**config.mk**
```make
export PLATFORM = sky130hd
export DESIGN_NAME = tlb_cp0_regs
export DESIGN_NICKNAME = d
export VERILOG_FILES = /design/src/tlb_pkg.sv /design/src/tlb_cp0_regs.sv
export VERILOG_INCLUDE_DIRS = /design/src
export SDC_FILE = /design/constraint.sdc
export NUM_CORES = 1
export LEC_CHECK = 0
export BUFFER_PORTS_ARGS = -buffer_cell sky130_fd_sc_hd__buf_2
export CAP_MARGIN = 30
export CORE_AREA = 2 2 127 129
export CTS_CLUSTER_SIZE = 8
export DETAILED_ROUTE_END_ITERATION = 12
export DIE_AREA = 0 0 129 131
export PLACE_DENSITY = 0.67
export SYNTH_ARGS = -nofsm -noshare
export SYNTH_HDL_FRONTEND = slang
export SYNTH_SLANG_ARGS = --single-unit
```
**constraint.sdc**
```tcl
create_clock -name clk -period 3.35 [get_ports clk]
set_input_delay 0.5025 -clock clk [delete_from_list [all_inputs] [get_ports clk]]
set_output_delay 0.5025 -clock clk [all_outputs]
set_load 0.005 [all_outputs]
```
**src/tlb_defines.svh**
```systemverilog
`ifndef TLB_DEFINES_SVH
`define TLB_DEFINES_SVH

// TLB geometry
`define TLB_ENTRIES 32
`define TLB_IDX_W   5

// Entry field widths
`define VPN2_W      19
`define ASID_W      8
`define PFN_W       20
`define MASK_W      12

// APB byte offsets of the management registers
`define REG_INDEX    8'h00
`define REG_ENTRYHI  8'h04
`define REG_ENTRYLO0 8'h08
`define REG_ENTRYLO1 8'h0C
`define REG_PAGEMASK 8'h10
`define REG_CMD      8'h14

`endif
```
**src/tlb_pkg.sv**
```systemverilog
`default_nettype none

`include "tlb_defines.svh"

package tlb_pkg;

    // Values as written to the command register
    typedef enum logic [1:0] {
        TLB_OP_NONE  = 2'd0,
        TLB_OP_PROBE = 2'd1,
        TLB_OP_READ  = 2'd2,
        TLB_OP_WRITE = 2'd3
    } tlb_op_t;

    // One page half of an entry
    typedef struct packed {
        logic [`PFN_W-1:0] pfn;
        logic [2:0]        c;
        logic              d;
        logic              v;
    } tlb_lo_t;

    typedef struct packed {
        logic [`VPN2_W-1:0] vpn2;
        logic [`ASID_W-1:0] asid;
        logic [`MASK_W-1:0] mask;
        logic               g;
        tlb_lo_t            lo0;
        tlb_lo_t            lo1;
    } tlb_entry_t;

    typedef struct packed {
        logic                  hit;
        logic [`TLB_IDX_W-1:0] index;
        tlb_lo_t               lo;
    } lookup_res_t;

    typedef struct packed {
        logic        mapped;
        logic        write;
        logic [31:0] vaddr;
    } xlat_req_t;

    typedef struct packed {
        logic [31:0] paddr;
        logic        refill;
        logic        invalid;
        logic        modified;
    } xlat_resp_t;

    typedef struct packed {
        logic        psel;
        logic        penable;
        logic        pwrite;
        logic [7:0]  paddr;
        logic [31:0] pwdata;
    } apb_req_t;

    typedef struct packed {
        logic [31:0] prdata;
        logic        pready;
        logic        pslverr;
    } apb_resp_t;

endpackage

`default_nettype wire

```
**src/tlb_cp0_regs.sv**
```systemverilog
`timescale 1ns/1ps
`default_nettype none

`include "tlb_defines.svh"

module tlb_cp0_regs (
    input  logic                   clk,
    input  logic                   reset,
    input  tlb_pkg::apb_req_t      apb_req,
    output tlb_pkg::apb_resp_t     apb_resp,
    input  tlb_pkg::tlb_entry_t    rd_entry,
    input  tlb_pkg::lookup_res_t   probe_res,
    output tlb_pkg::tlb_op_t       op,
    output logic [`TLB_IDX_W-1:0]  sel_index,
    output tlb_pkg::tlb_entry_t    wr_entry,
    output logic [`VPN2_W-1:0]     cur_vpn2,
    output logic [`ASID_W-1:0]     cur_asid
);
    import tlb_pkg::*;

    logic                  index_p;
    logic [`TLB_IDX_W-1:0] index_idx;
    logic [`VPN2_W-1:0]    hi_vpn2;
    logic [`ASID_W-1:0]    hi_asid;
    tlb_lo_t               lo0_q;
    tlb_lo_t               lo1_q;
    logic                  lo0_g;
    logic                  lo1_g;
    logic [`MASK_W-1:0]    mask_q;
    tlb_op_t               op_q;

    logic                  access;
    logic                  addr_ok;
    logic                  wr_en;
    logic [31:0]           rd_data;

    assign access  = apb_req.psel & apb_req.penable;
    assign addr_ok = (apb_req.paddr <= `REG_CMD) && (apb_req.paddr[1:0] == 2'b00);
    assign wr_en   = access & apb_req.pwrite & addr_ok;

    // Unknown or misaligned offsets fall to zero
    always_comb begin
        case (apb_req.paddr)
            `REG_INDEX:    rd_data = {index_p, 26'd0, index_idx};
            `REG_ENTRYHI:  rd_data = {hi_vpn2, 5'd0, hi_asid};
            `REG_ENTRYLO0: rd_data = {6'd0, lo0_q, lo0_g};
            `REG_ENTRYLO1: rd_data = {6'd0, lo1_q, lo1_g};
            `REG_PAGEMASK: rd_data = {7'd0, mask_q, 13'd0};
            default:       rd_data = 32'd0;
        endcase
    end

    assign apb_resp.prdata  = apb_req.psel ? rd_data : 32'd0;
    assign apb_resp.pready  = 1'b1;
    assign apb_resp.pslverr = access & ~addr_ok;

    always_ff @(posedge clk) begin
        if (reset) begin
            index_p   <= 1'b0;
            index_idx <= '0;
            hi_vpn2   <= '0;
            hi_asid   <= '0;
            lo0_q     <= '0;
            lo1_q     <= '0;
            lo0_g     <= 1'b0;
            lo1_g     <= 1'b0;
            mask_q    <= '0;
            op_q      <= TLB_OP_NONE;
        end else begin
            op_q <= TLB_OP_NONE;
            if (wr_en) begin
                case (apb_req.paddr)
                    `REG_INDEX: begin
                        index_p   <= 1'b0;
                        index_idx <= apb_req.pwdata[4:0];
                    end
                    `REG_ENTRYHI: begin
                        hi_vpn2 <= apb_req.pwdata[31:13];
                        hi_asid <= apb_req.pwdata[7:0];
                    end
                    `REG_ENTRYLO0: begin
                        lo0_q <= apb_req.pwdata[25:1];
                        lo0_g <= apb_req.pwdata[0];
                    end
                    `REG_ENTRYLO1: begin
                        lo1_q <= apb_req.pwdata[25:1];
                        lo1_g <= apb_req.pwdata[0];
                    end
                    `REG_PAGEMASK: mask_q <= apb_req.pwdata[24:13];
                    `REG_CMD: begin
                        // Opcode zero issues nothing
                        if (apb_req.pwdata[1:0] != 2'b00) begin
                            op_q <= tlb_op_t'(apb_req.pwdata[1:0]);
                        end
                    end
                    default: ;
                endcase
            end

            // Command effects, one cycle after issue
            if (op_q == TLB_OP_READ) begin
                hi_vpn2 <= rd_entry.vpn2;
                hi_asid <= rd_entry.asid;
                lo0_q   <= rd_entry.lo0;
                lo1_q   <= rd_entry.lo1;
                lo0_g   <= rd_entry.g;
                lo1_g   <= rd_entry.g;
                mask_q  <= rd_entry.mask;
            end else if (op_q == TLB_OP_PROBE) begin
                index_p   <= ~probe_res.hit;
                index_idx <= probe_res.hit ? probe_res.index : '0;
            end
        end
    end

    assign op        = op_q;
    assign sel_index = index_idx;
    assign cur_vpn2  = hi_vpn2;
    assign cur_asid  = hi_asid;

    // Entry is global only when both halves say so
    assign wr_entry.vpn2 = hi_vpn2;
    assign wr_entry.asid = hi_asid;
    assign wr_entry.mask = mask_q;
    assign wr_entry.g    = lo0_g & lo1_g;
    assign wr_entry.lo0  = lo0_q;
    assign wr_entry.lo1  = lo1_q;

endmodule

`default_nettype wire

```
# Word level (Yosys, flattened, before mapping)
# Index checks and enable logic that the tools add are counted.
[classes]
muxes = 32
n_reduce_logical = 14
n_bitwise = 10
n_lt_le_gt_ge = 1
eq_ne = 7
[op_table]
columns = ["op", "count"]
rows = [
  ["$pmux W32 S5", 1],
  ["$mux W25", 6],
  ["$mux W19", 3],
  ["$mux W12", 3],
  ["$mux W32", 1],
  ["$mux W5", 5],
  ["$mux W8", 3],
  ["$eq A8 B4 Y1 const B", 2],
  ["$eq A8 B5 Y1 const B", 2],
  ["$reduce_bool A2 Y1", 6],
  ["$mux W1", 10],
  ["$eq A8 B3 Y1 const B", 1],
  ["$le A8 B5 Y1 const B", 1],
  ["$logic_not A8 Y1", 1],
  ["$reduce_and A2 Y1", 4],
  ["$and A1 B1 Y1", 5],
  ["$not A1 Y1", 5],
  ["$reduce_or A4 Y1", 1],
  ["$eq A2 B1 Y1 const B", 1],
  ["$eq A2 B2 Y1 const B", 1],
  ["$logic_not A2 Y1", 1],
  ["$logic_and A1 B1 Y1", 1],
]
[totals]
elab_cells = 80
out_inout_bits = 158
in_bits = 166
reg_bits = 99

# Logic depth before layout (Yosys ltp)
[logic_depth]
depth_word = 6
ltp_mapped = 7
mapped_depth_nobuf = 4

# Worst setup path before layout
# OpenSTA, ideal clock, no wires.
[synth_timing]
kind = "input port to output port"
start = "input apb_req[37] (netlist name)"
end = "output apb_resp[22] (netlist name)"
required_time_ps = 2847
slack_ps = 812
stages = 7
t_arrival_ps = 2035
path_buffers = 3
path_cell_list = "buf_6 > or4_4 > buf_6 > nor4_2 > clkbuf_1 > a222oi_1 > nor2_1"
[synth_rtl]
columns = ["item", "line_no", "text"]
rows = [
  ["start, declared", "tlb_cp0_regs.sv:9", "input tlb_pkg::apb_req_t apb_req,"],
  ["end, declared", "tlb_cp0_regs.sv:10", "output tlb_pkg::apb_resp_t apb_resp,"],
]

==> results.json <==
{
  "die_x_um": 129,
  "wl_per_cell_um": 19.9,
  "ys_seq_elements": 99,
  "whs_endpoint": "op[0]$_SDFF_PP0_",
  "holdPathStages": 2,
  "crit_top_cell": "buf_2",
  "worst-path-max-fanout": 17,
  "utilization_pct": 46.9,
  "maxSlewHeadroom_pct": 45.2,
  "setup_tns_ps": 0,
  "holdBufCountCts": 0,
  "hold_viol_final": 0,
  "synthFlopType": "dfxtp_1",
  "rrSetupSlack_ps": 1350,
  "cap_violations": 0,
  "seq_area_frac_synth_pct": 36.1,
  "cts_tree": "yes",
  "via_count": 6504,
  "status": "completed",
  "clock_latency_ps": 350,
  "wl_met3_um": 2050,
  "initial_core_util_pct": 35.2,
  "htreeDepth": 3,
  "syn_area_um2": 5490,
  "drv_slew": 0,
  "fp.coreArea_um2": 15600,
  "tightest_slew_ps": 822,
  "fp.dieArea_um2": 16900,
  "clock-sinks": 99,
  "cts_made_buffers": 9,
  "fmax_ghz": 0.369,
  "yosysUniqueCellTypes": 42,
  "worst_r2r_endpoint": "wr_entry[1]$_SDFFE_PP0P_",
  "top_layer": "met4",
  "whs_ps": 385,
  "grt_pass1_vias": 6064,
  "hold_path_class": "in -> reg",
  "drtAntennaViolNets": 0,
  "nets": 1108,
  "die_h_um": 131,
  "ir_worst_vdd_mv": 0.214,
  "io_pins": 324,
  "critPathKind": "in -> out",
  "drtIter0Drc": 559,
  "syn-num-nets": 863,
  "synth_top_area_share_pct": 36.1,
  "arrival_ps": 2210,
  "synth_cells": 697,
  "cts_buffer_depth": 2,
  "layout_common_cells": "buf_2 (296), nor2_1 (121), nand2_1 (107), dfxtp_1 (99), a311oi_1 (46)",
  "cpPeakStageDelay_ps": 540,
  "portBuffers": 297,
  "required_ps": 2850,
  "clkTransAtPathRegs_ps": 70,
  "grt_pass1_wl_um": 33900,
  "p_per_area_nw_per_um2": 328,
  "cp_cell_sequence": "buf_2 -> or4_4 -> nor4_4 -> buf_4 -> a222oi_1 -> nor2_1 -> buf_2",
  "power_leakage_nw": 3.21,
  "postCtsSetupBuffers": 0,
  "dr_wl_met2_um": 11200,
  "antenna_found_initial": 3,
  "crit_path_end_kind": "primary output",
  "root_buffer": "clkbuf_16",
  "drt-met1-wl_um": 9250,
  "synthTopCellsByArea": "dfxtp_1 (36%), nor2_1 (8.3%), a311oi_1 (7.3%)",
  "drive_above_1_share_pct": 38.5,
  "fill_cells": 1639,
  "cpLargestDelayFamily": "simple AND/OR/NAND/NOR gates",
  "dpl_cell_area_um2": 7020,
  "skew_ps": 9.78,
  "finalInstanceArea_um2": 7310,
  "rsz0062_at_grt": "false",
  "grt_overflow": 0,
  "avgSynthCellArea_um2": 7.87,
  "setup_viol": 0,
  "fin_crit_ps": 2710,
  "finalWirelength_um": 23200,
  "grt_usage_pct": 26.3,
  "viasPerCell": 5.58,
  "critPathSlowestCell": "or4_4",
  "drc_errors": 0,
  "syn_to_final_growth_pct": 33.2,
  "final_common_cell": "buf_2",
  "grt_max_degree": 69,
  "reg2reg_depth": 4,
  "synth_top_area_cell": "dfxtp_1",
  "cts-resized-gates": 0,
  "hpwlAfterDp_um": 16700,
  "rows": 46,
  "drt-pass1-iter-count": 5,
  "startpoint_type": "input pin",
  "gp_congestion": 0.825,
  "yosys_warnings": 0,
  "worst-path-buf-inv": 3,
  "hold_path_startpoint": "apb_req[0]",
  "fin_crit_sh_pct": 80.9,
  "synth_edf_count": 0,
  "ys_async_sr_fraction_pct": 0,
  "r2r_start": "op[1]$_SDFF_PP0_"
}
-- how the worst max path moves through the flow --
stage	from	end	depth (start not counted)
after detailed placement	apb_req[36]	apb_resp[22]	7
final	apb_req[36]	apb_resp[22]	7
after global routing	apb_req[33]	apb_resp[22]	7
after floorplan	apb_req[37]	apb_resp[22]	7
after CTS	apb_req[36]	apb_resp[22]	7
after global placement	apb_req[33]	apb_resp[22]	7
-- layer usage --
layer	track usage [%]	vias up
met5	0	-
met4	11.4	0
met3	5.66	47
met2	44.9	385
met1	31.9	3054
li1	-	3018
-- layout make-up --
| cell class | instances | area [um^2] | share of cell area, % |
|---|---|---|---|
| diodes | 2 | 5.00 | 0.0685 |
| repair buffers | 325 | 1710 | 23.4 |
| well taps | 216 | 270 | 3.70 |
| multi-input cells | 506 | 3050 | 41.8 |
| clock inverters | 5 | 38.8 | 0.531 |
| clock buffers | 11 | 243 | 3.32 |
| flip-flops and latches | 99 | 1980 | 27.1 |
| inverters | 1 | 3.75 | 0.0514 |
-- logic make-up (layout without fill, tap and decap cells) --
kind of cell,Yosys count,in the layout,share of synthesized area (%)
compound gates,168,168,24.4
buf+inv,92,342,8.75
flops,99,99,36.1
mux,22,22,4.29
other cells,1,3,0.0683
simple gates,315,315,26.4
-- power breakdown --
group	total [mW]	switching [mW]	internal, mW
combinational	0.200	0.115	0.0844
clock	1.02	0.489	0.528
sequential	1.18	0.000671	1.18
total	2.39	0.605	1.79
-- registers in the layout, summed over array words and instances, names as in the netlist --
| signal | flops |
|---|---|
| index_p | 1 |
| sel_index | 5 |
| lo0_g | 1 |
| mask_q | 12 |
| wr_entry | 50 |
| cur_asid | 8 |
| cur_vpn2 | 19 |
| op | 2 |
| lo1_g | 1 |
-- cells in the mapped netlist, drive strengths merged, types with 2 or more instances --
master,n
clkbuf,53
nor3,31
and2,9
nand2b,2
nor2b,20
and3,3
mux2i,10
nor2,121
a211oi,19
a222oi,11
a221oi,30
a21oi,30
mux2,12
a22oi,11
nand3,2
a311oi,47
dfxtp,99
nor4,8
and4,2
nand2,107
or4,2
nand4,5
o2bb2ai,5
a22o,12
buf,38
-- metrics by stage --
stage | setup slack [ps] | std cells | total power, mW
floorplan | 812 | 697 | 1.28
global placement | 650 | 1147 | 1.40
detailed placement | 643 | 1147 | 1.40
CTS | 634 | 1163 | 2.42
global route | 574 | 1163 | 2.47
finish | 639 | 1165 | 2.39
Note: power is estimated with default switching activity, not from simulation.
